<file path="config.mk">
export PLATFORM = sky130hd
export DESIGN_NAME = recorder_top
export DESIGN_NICKNAME = d
export VERILOG_FILES = /design/src/recorder_pkg.sv /design/src/channel_sequencer.sv /design/src/frame_timer.sv /design/src/readout_port.sv /design/src/recorder_top.sv /design/src/sample_ram.sv
export SDC_FILE = /design/constraint.sdc
export NUM_CORES = 2
export LEC_CHECK = 0
export CORE_ASPECT_RATIO = 2
export CORE_MARGIN = 4
export CORE_UTILIZATION = 35
export DETAILED_ROUTE_END_ITERATION = 7
export DONT_BUFFER_PORTS = 1
export PLACE_DENSITY = 0.59
export SYNTH_ARGS = -nofsm -noshare
export SYNTH_HDL_FRONTEND = slang
export SYNTH_SLANG_ARGS = --single-unit
</file>
<file path="constraint.sdc">
create_clock -name ck -period 4.1 [get_ports ck]
set_input_delay 0 -clock ck [delete_from_list [all_inputs] [get_ports ck]]
set_output_delay 0 -clock ck [all_outputs]
set_load 0.02 [all_outputs]
</file>
<file path="src/recorder_pkg.sv">
/* shared widths, types and constants of the signal recorder
   the RAM address packing fixes every size here, so nothing is parameterized per module */
package recorder_pkg;

    localparam int FRAME_LEN    = 64;   // positions per frame
    localparam int LAST_POSN    = FRAME_LEN - 1;
    localparam int NUM_CHANNELS = 8;

    typedef logic [15:0]                       sample_t;
    typedef logic [$clog2(FRAME_LEN)-1:0]      frame_posn_t;
    typedef logic [4:0]                        frame_num_t;   // wraps 0 to 31
    typedef logic [$clog2(NUM_CHANNELS)-1:0]   channel_t;
    typedef logic [7:0]                        ram_addr_t;

    // one sample per input channel, these are the recorder inputs
    typedef struct packed {
        sample_t ch0;
        sample_t ch1;
        sample_t ch2;
        sample_t ch3;
        sample_t ch4;
        sample_t ch5;
        sample_t ch6;
        sample_t ch7;
    } channel_set_t;

    typedef struct packed {
        ram_addr_t addr;
        sample_t   data;
    } ram_write_t;

    typedef struct packed {
        frame_num_t frame;
        channel_t   channel;
    } read_req_t;

    typedef struct packed {
        read_req_t tag;     // the request this word answers
        sample_t   data;
    } read_rsp_t;

    typedef enum logic [1:0] {WAIT_FRAME, WRITE, GAP} seq_state_t;

    // channel goes in the upper bits and frame in the lower bits of the word address
    function automatic ram_addr_t pack_addr(channel_t channel, frame_num_t frame);
        return {channel, frame};
    endfunction

endpackage

</file>
<file path="src/channel_sequencer.sv">
/* captures channel k when frame_posn is 2k and pulses a RAM write on the next cycle
   all captures and state moves wait for advance, a write already launched still completes */
module channel_sequencer (
    input  logic                       ck,
    input  logic                       rst_n,
    input  logic                       advance,
    input  recorder_pkg::frame_posn_t  frame_posn,
    input  recorder_pkg::frame_num_t   frame,
    input  recorder_pkg::channel_set_t samples,
    output logic                       wr_strobe,
    output recorder_pkg::ram_write_t   wr
);
    import recorder_pkg::*;

    seq_state_t state;
    channel_t   channel;
    sample_t    selected;
    logic       at_last_posn;
    logic       last_channel;
    logic       capture;

    assign at_last_posn = (frame_posn == frame_posn_t'(LAST_POSN));
    assign last_channel = (channel == channel_t'(NUM_CHANNELS - 1));

    // pick the current channel out of the input set
    always_comb begin
        case (channel)
            3'd0:    selected = samples.ch0;
            3'd1:    selected = samples.ch1;
            3'd2:    selected = samples.ch2;
            3'd3:    selected = samples.ch3;
            3'd4:    selected = samples.ch4;
            3'd5:    selected = samples.ch5;
            3'd6:    selected = samples.ch6;
            default: selected = samples.ch7;
        endcase
    end

    // a capture starts a frame at position 0, or follows each write slot
    always_comb begin
        capture = 1'b0;
        if (advance && !at_last_posn) begin
            case (state)
                WAIT_FRAME: capture = (frame_posn == '0);
                GAP:        capture = 1'b1;
                default:    capture = 1'b0;
            endcase
        end
    end

    always_ff @(posedge ck) begin
        if (!rst_n) begin
            state     <= WAIT_FRAME;
            channel   <= '0;
            wr_strobe <= 1'b0;
        end else begin
            wr_strobe <= capture;   // exactly one cycle per captured sample
            if (advance) begin
                if (at_last_posn) begin
                    // the last position of a frame always sends the sequence back to wait
                    state   <= WAIT_FRAME;
                    channel <= '0;
                end else begin
                    case (state)
                        WAIT_FRAME: begin
                            if (capture)
                                state <= WRITE;
                        end
                        WRITE: begin
                            if (last_channel) begin
                                state   <= WAIT_FRAME;
                                channel <= '0;
                            end else begin
                                state   <= GAP;
                                channel <= channel + 1'b1;
                            end
                        end
                        GAP: begin
                            state <= WRITE;
                        end
                        default: begin
                            state   <= WAIT_FRAME;
                            channel <= '0;
                        end
                    endcase
                end
            end
        end
    end

    // sample and address are latched together so the pair stays consistent
    always_ff @(posedge ck) begin
        if (capture) begin
            wr.addr <= pack_addr(channel, frame);
            wr.data <= selected;
        end
    end

endmodule

</file>
<file path="src/frame_timer.sv">
/* position and frame counters, both hold while run is low
   advance marks each cycle on which the recorder steps */
module frame_timer (
    input  logic                     ck,
    input  logic                     rst_n,
    input  logic                     run,
    output recorder_pkg::frame_posn_t frame_posn,
    output recorder_pkg::frame_num_t  frame,
    output logic                     advance
);
    import recorder_pkg::*;

    // every timing block downstream steps on this qualified cycle
    assign advance = run;

    always_ff @(posedge ck) begin
        if (!rst_n) begin
            frame_posn <= '0;
            frame      <= '0;
        end else if (advance) begin
            if (frame_posn == frame_posn_t'(LAST_POSN)) begin
                frame_posn <= '0;
                frame      <= frame + 1'b1;   // rolls from 31 back to 0 by width
            end else begin
                frame_posn <= frame_posn + 1'b1;
            end
        end
    end

endmodule

</file>
<file path="src/readout_port.sv">
/* frame/channel reads answered with rd_valid two cycles after rd_strobe
   reads may be issued every cycle, so two can be in flight, and there is no back-pressure */
module readout_port (
    input  logic                     ck,
    input  logic                     rst_n,
    input  logic                     rd_strobe,
    input  recorder_pkg::read_req_t  rd_req,
    output logic                     rd_en,
    output recorder_pkg::ram_addr_t  rd_addr,
    input  recorder_pkg::sample_t    rd_data,
    output logic                     rd_valid,
    output recorder_pkg::read_rsp_t  rd_rsp
);
    import recorder_pkg::*;

    read_req_t tag_q1;      // request tag alongside rd_en
    read_req_t tag_q2;      // request tag alongside rd_data
    logic      valid_q2;

    always_ff @(posedge ck) begin
        if (!rst_n) begin
            rd_en    <= 1'b0;
            valid_q2 <= 1'b0;
        end else begin
            rd_en    <= rd_strobe;
            valid_q2 <= rd_en;
        end
    end

    // the tags follow the RAM latency stage for stage
    always_ff @(posedge ck) begin
        if (rd_strobe) begin
            rd_addr <= pack_addr(rd_req.channel, rd_req.frame);
            tag_q1  <= rd_req;
        end
        if (rd_en)
            tag_q2 <= tag_q1;
    end

    // both halves of the response already come from registers
    assign rd_valid    = valid_q2;
    assign rd_rsp.tag  = tag_q2;
    assign rd_rsp.data = rd_data;

endmodule

</file>
<file path="src/recorder_top.sv">
/* eight-channel recorder, channels 0 to 7 captured in the first 16 positions of each frame
   32 frames of history are kept and a slot is overwritten when its frame number comes round */
module recorder_top (
    input  logic                       ck,
    input  logic                       rst_n,
    input  logic                       run,
    input  recorder_pkg::channel_set_t samples,
    input  logic                       rd_strobe,
    input  recorder_pkg::read_req_t    rd_req,
    output recorder_pkg::frame_posn_t  frame_posn,
    output recorder_pkg::frame_num_t   frame,
    output logic                       rd_valid,
    output recorder_pkg::read_rsp_t    rd_rsp
);
    import recorder_pkg::*;

    logic       advance;
    logic       wr_strobe;
    ram_write_t wr;
    logic       rd_en;
    ram_addr_t  rd_addr;
    sample_t    rd_data;

    frame_timer u_frame_timer (
        .ck         (ck),
        .rst_n      (rst_n),
        .run        (run),
        .frame_posn (frame_posn),
        .frame      (frame),
        .advance    (advance)
    );

    channel_sequencer u_channel_sequencer (
        .ck         (ck),
        .rst_n      (rst_n),
        .advance    (advance),
        .frame_posn (frame_posn),
        .frame      (frame),
        .samples    (samples),
        .wr_strobe  (wr_strobe),
        .wr         (wr)
    );

    sample_ram u_sample_ram (
        .ck         (ck),
        .wr_strobe  (wr_strobe),
        .wr         (wr),
        .rd_en      (rd_en),
        .rd_addr    (rd_addr),
        .rd_data    (rd_data)
    );

    // reads are independent of run and may target any frame slot
    readout_port u_readout_port (
        .ck         (ck),
        .rst_n      (rst_n),
        .rd_strobe  (rd_strobe),
        .rd_req     (rd_req),
        .rd_en      (rd_en),
        .rd_addr    (rd_addr),
        .rd_data    (rd_data),
        .rd_valid   (rd_valid),
        .rd_rsp     (rd_rsp)
    );

endmodule

</file>
<file path="src/sample_ram.sv">
/* 256 x 16 dual-port RAM with one write and one registered read port
   contents are not reset, and a read of the address being written returns the old word */
module sample_ram (
    input  logic                     ck,
    input  logic                     wr_strobe,
    input  recorder_pkg::ram_write_t wr,
    input  logic                     rd_en,
    input  recorder_pkg::ram_addr_t  rd_addr,
    output recorder_pkg::sample_t    rd_data
);
    import recorder_pkg::*;

    sample_t mem [2**$bits(ram_addr_t)];

    always_ff @(posedge ck) begin
        if (wr_strobe)
            mem[wr.addr] <= wr.data;
    end

    // data follows rd_en by one cycle and holds until the next read
    always_ff @(posedge ck) begin
        if (rd_en)
            rd_data <= mem[rd_addr];
    end

endmodule
</file>
After elaboration in Yosys (flattened, before gate mapping)

Memory sizes are Yosys's and may differ from the RTL's. A register that Yosys moved wholly into a read port is not among the register bits.
Index checks and enable logic that the tools add are counted.
Widths: inputs -> output; s select.

Memory bits (writable): 4096
Word-level logic and storage cells: 52
Bits of input ports: 140
Register bits after elaboration: 67
Memories: 1
Output and inout port bits: 36

Equality and inequality tests: 12
Reductions and logical operators: 9
Mux-type cells: 13
Add/sub/neg operators: 3

Memory list:

| name             | words | bits a word | read ports | clocked after Yosys merged registers in | write ports | RTL line         | RTL |
|---|---|---|---|---|---|---|---|
| u_sample_ram.mem | 256   | 16          | 1          | 1                                       | 1           | sample_ram.sv:13 | `sample_t mem [2**$bits(ram_addr_t)];` |

Operators by type and width:

| cell                | count |
|---|---|
| $pmux 16 s7         | 1 |
| $eq 3x3->1 const B  | 4 |
| $add 6x1->6 const B | 1 |
| $eq 3x2->1 const B  | 2 |
| $eq 6x6->1 const B  | 1 |
| $logic_not 6->1     | 1 |
| $mux 2              | 3 |
| $mux 3              | 2 |
| $mux 6              | 1 |
| $pmux 2 s3          | 1 |
| $pmux 3 s2          | 1 |
| $reduce_and 2->1    | 3 |
| $add 5x1->5 const B | 1 |
| $add 3x1->3 const B | 1 |
| $eq 3x1->1 const B  | 1 |
| $logic_not 3->1     | 1 |
| $mux 1              | 3 |
| $ne 3x1->1 const B  | 1 |
| $eq 2x1->1 const B  | 1 |
| $eq 2x2->1 const B  | 1 |
| $logic_not 2->1     | 1 |
| $ne 2x1->1 const B  | 1 |
| $pmux 1 s2          | 1 |
| $reduce_or 2->1     | 1 |
| other kinds (2)     | 2 |

Depth between registers and ports, before layout

Depth after elaboration: 7
Gate-level depth with buffers: 12

By module

A second synthesis with hierarchy kept.

Cells, all modules: 7633
Area total of the unflattened synthesis: 162012.9 um2

By module, submodules not included:

| module            | cells each | seq. area each (um2) | times used | area an instance (um2) |
|---|---|---|---|---|
| sample_ram        | 7360       | 123478.4             | 1          | 158874.9 |
| channel_sequencer | 181        | 840.8                | 1          | 1974.4 |
| readout_port      | 36         | 520.5                | 1          | 653.1 |
| frame_timer       | 56         | 220.2                | 1          | 510.5 |

Worst setup path before layout

Ideal clock, no wire load.

Path type: register to register
Start point: register, netlist name u_channel_sequencer.wr[0]
End point: memory u_sample_ram.mem[0][0] (netlist bit) (data pin)
Period minus slack after synthesis: 4.046 ns
Arrival: 3.228 ns
Setup time: 0.817 ns
Slack: 0.054 ns
Buffers on the path: 0
Stages on the path, launching flop included: 1
Path through: edfxtp_1

RTL lines:

| what          | RTL line |
|---|---|
| end, declared | sample_ram.sv:13 |

No word-level cell before the write port.

==> results_dict.tcl <==
set metrics [dict create \
    die_w_um 489 \
    maximum_clock_frequency_mhz 243 \
    pin_count_of_the_biggest_net_entering_global_routing 192 \
    fillerInstances 40200 \
    area_of_the_die_mm2 0.474 \
    yosysWarnings 0 \
    tritoncts "done" \
    worstSkewPairLatency_ns 0.95 \
    tritoncts_num_sinks 4171 \
    timing.max_cap.violations 0 \
    drt.antenna.violating_nets 0 \
    grt-ovfl-total 0 \
    design.core.area_mm2 0.462 \
    fin_worst_skew_ns 0.0640 \
    layout-drive-gt1-share_pct 25.5 \
    design.final.nets 8486 \
    place_area_mm2 0.174 \
    fp.dieH_um 970 \
    fp-row-count 353 \
    net_switching_component_of_the_power_w 0.0205 \
    cts-root-to-sink-buffers 4 \
    setup_viol 3 \
    fin_setup_tns_ns -0.0451 \
    reg2reg_setup_slack_ns -0.02 \
    power.share.switching_pct 23.0 \
    cts.root.buffer_cell "clkbuf_16" \
    layout_setup_ws_ns -0.0204 \
    synth_nets 7801 \
    cts-htree-levels 5 \
    tightest_slew_ns 1.46 \
    cts_setup_buffers 0 \
    drt_first_iter_violations 8476 \
    drt_first_pass_iters 7 \
    finalHoldViolations 0 \
    hold-worst-slack_ns 0.0472 \
    clkTransAtPathRegs_ns 0.07 \
    share_comb_of_total_power_pct 8.0 \
    ff_latch_area_mm2 0.125 \
    failed_checks "negative setup slack" \
    cp_cell_sequence "buf_12 > buf_12 > buf_12 > mux4_2 > mux4_2 > a22oi_1 > nand3_1 > and3_1" \
    synth_area_leaders "edfxtp_1 77%, mux4_2 12%, mux2i_1 3.3%" \
    finalCritPeriodShare_pct 100 \
    routed_wirelength_um 494000 \
    sequentialPowerShare_pct 53.5 \
    place_worst_setup_slack_ns -0.461 \
    async_reset_ff_share_pct 0 \
    track_usage_pct 20.5 \
    synth.top_cell.area_share_pct 77.0 \
    initial_utilization_pct 35.1 \
    wl_per_cell_um 33.5 \
    area_of_the_multi_input_gates_mm2 0.0345 \
    power.ir.vdd_worst_mv 0.359 \
    grt_pass1_wl_um 682000 \
    worst-endpoint-arrival_ns 4.83 \
    netlist-cell-type-count 70 \
    critical_path.n_buffers_inverters 3 \
    timing.final.crit_period_ns 4.12 \
    syn-cell-area_mm2 0.162 \
    critical-path-top-delay-family "multiplexers" \
    synthDominantAreaCellType "edfxtp_1" \
    worst_path_most_repeated_cell "buf_12" \
    worst-setup-path-type "flip-flop to flip-flop" \
    relSlewSlack_pct 2.96 \
    timing_max_transition_violations_final 0 \
    yosys_register_bits 4171 \
    power-per-cell-area_mw_per_mm2 477 \
    worst-path-max-fanout 22 \
    clockPowerShare_pct 38.5 \
    finish.instance_area_mm2 0.187 \
    run_status "finished, violations left" \
    predominant_post_synthesis_flop_cell "edfxtp_1" \
    route.vias.total 81800 \
    grt_pass1_vias 84800 \
    netlist_instances 7652 \
    post_synth_edffs 4152 \
    critical_path.endpoint_type "flip-flop" \
    syn-mean-instance-area_um2 21.2 \
    io_buffers 0 \
    timing.critical_path.from_type "flip-flop" \
    boundaryPins 176 \
    power_report.internal_total_w 0.0685 \
    critical-path-slowest-cell "nand3_1" \
    vias_per_cell 5.55 \
    cts-buffers-inserted 363 \
    p_leak_nw 58.8 \
    layout-area-overhead-vs-synth_pct 15.2 \
    sequential_element_share_of_the_synthesized_area_pct 77.2 \
    half_perimeter_wire_length_after_placement_um 322000 \
    max_stage_delay_on_crit_path_ns 0.64 \
    worst_ep_required_time_ns 4.81 \
    antenna_violations_before_repair 42 \
    routabilityCongestion 0.992 \
    layout.core_utilization_pct 40.4 \
    hold_path_class "input pin to flip-flop" \
    drt_drc 0 \
]
## cells by family after synthesis
group                    count (synthesis)  share of synthesized area [%]
flip-flops                            4171                           77.2
XOR/XNOR                                 7                         0.0379
AO/OA/AOI/OAI                          704                           3.10
buffers and inverters                  480                           1.61
multiplexers                          1417                           15.5
AND/OR/NAND/NOR                        864                           2.49
adder cells (fa/ha/maj)                  9                         0.0695
## registers in the layout (all words and copies together), names as in the netlist
name,flops
u_channel_sequencer.state,2
u_sample_ram.mem,4096
u_sample_ram.rd_data,16
u_channel_sequencer.channel,3
u_frame_timer.frame,5
u_frame_timer.frame_posn,6
u_readout_port.rd_valid,1
u_channel_sequencer.wr_strobe,1
u_readout_port.rd_rsp,8
u_channel_sequencer.wr,24
u_readout_port.rd_en,1
u_readout_port.tag_q1,7
u_readout_port.rd_addr,1
## what timing repair did
item,in CTS,in global routing
gates cloned,1,0
gates resized for setup,12,16
hold buffers,92,0
pin swaps,1,2
endpoints found under the hold margin,75,0
endpoints found under the setup margin,4,24
## cell usage after synthesis (all sizes together), types with 8 or more instances
cell type / number
o2bb2ai: 9
nor3: 125
o22a: 26
buf: 224
mux2: 23
a211oi: 30
o221ai: 120
a22oi: 47
nor2b: 17
a31oi: 23
nand4: 26
dfxtp: 19
a22o: 18
nand3: 47
a222oi: 22
o2bb2a: 10
and3: 18
mux2i: 529
nor4: 58
inv: 13
clkbuf: 243
and2: 11
o22ai: 177
or2: 36
o21ai: 33
ha: 9
mux4: 865
nor2: 355
o32ai: 18
edfxtp: 4152
nand2: 136
a21oi: 128
o311ai: 8
## stage by stage
step                      instances  total power (W)
final                         14700           0.0890
after global routing          14700           0.0915
after CTS                     14700           0.0896
after detailed placement      13900           0.0555
after global placement        13900           0.0554
after floorplan                7652           0.0524
## layout by cell type, fill, tap and decap left out, drive strengths merged, types with 18 or more instances in the layout
cell type       n
bufinv         31
diode          73
dfxtp          19
buf           695
o22ai         177
nor2          355
a22o           18
a222oi         22
mux4          865
and3           18
a22oi          47
inv            21
edfxtp       4152
a211oi         30
clkinv        151
a31oi          23
nor3          125
o21ai          33
clkinvlp       25
clkbuf        437
or2            36
nor4           58
a21oi         128
o22a           26
nand2         136
nand4          26
dlygate4sd3    91
nand3          47
mux2           23
mux2i         529
o32ai          18
o221ai        120
## final cells by class
class / instances / share of cell area (%)
inverter: 13 / 0.0315
clock inverter: 215 / 1.09
clock buffer: 437 / 5.13
tap: 6035 / 4.05
timing repair buffer: 787 / 4.05
multi-input combinational: 3001 / 18.5
sequential: 4171 / 67.0
antenna: 73 / 0.0979
## power by group through the flow
stage               clock network (W)  logic, W  registers (W)
finish                         0.0343   0.00711         0.0476
global route                   0.0365   0.00734         0.0476
CTS                            0.0349   0.00710         0.0476
detailed placement                  0   0.00699         0.0485
global placement                    0   0.00687         0.0485
floorplan                           0   0.00335         0.0491
## routing by layer
metal	up-vias	global-route usage, %	routed length (µm)
li1	33600	-	-
met1	43600	21.1	156000
met2	3503	35.9	256000
met3	1109	3.00	27800
met4	16	18.4	53300
met5	-	0	99
## final timing paths
path / end / depth (start not counted) / from
max: u_sample_ram.rd_data[6] / 8 / u_readout_port.tag_q1[3]
min: u_readout_port.tag_q1[3] / 2 / rd_strobe
max reg2reg: u_sample_ram.rd_data[6] / 8 / u_readout_port.tag_q1[3]
min reg2reg: u_channel_sequencer.state[1] / 2 / u_channel_sequencer.state[1]
No activity file was read; power rests on OpenSTA's default activity.
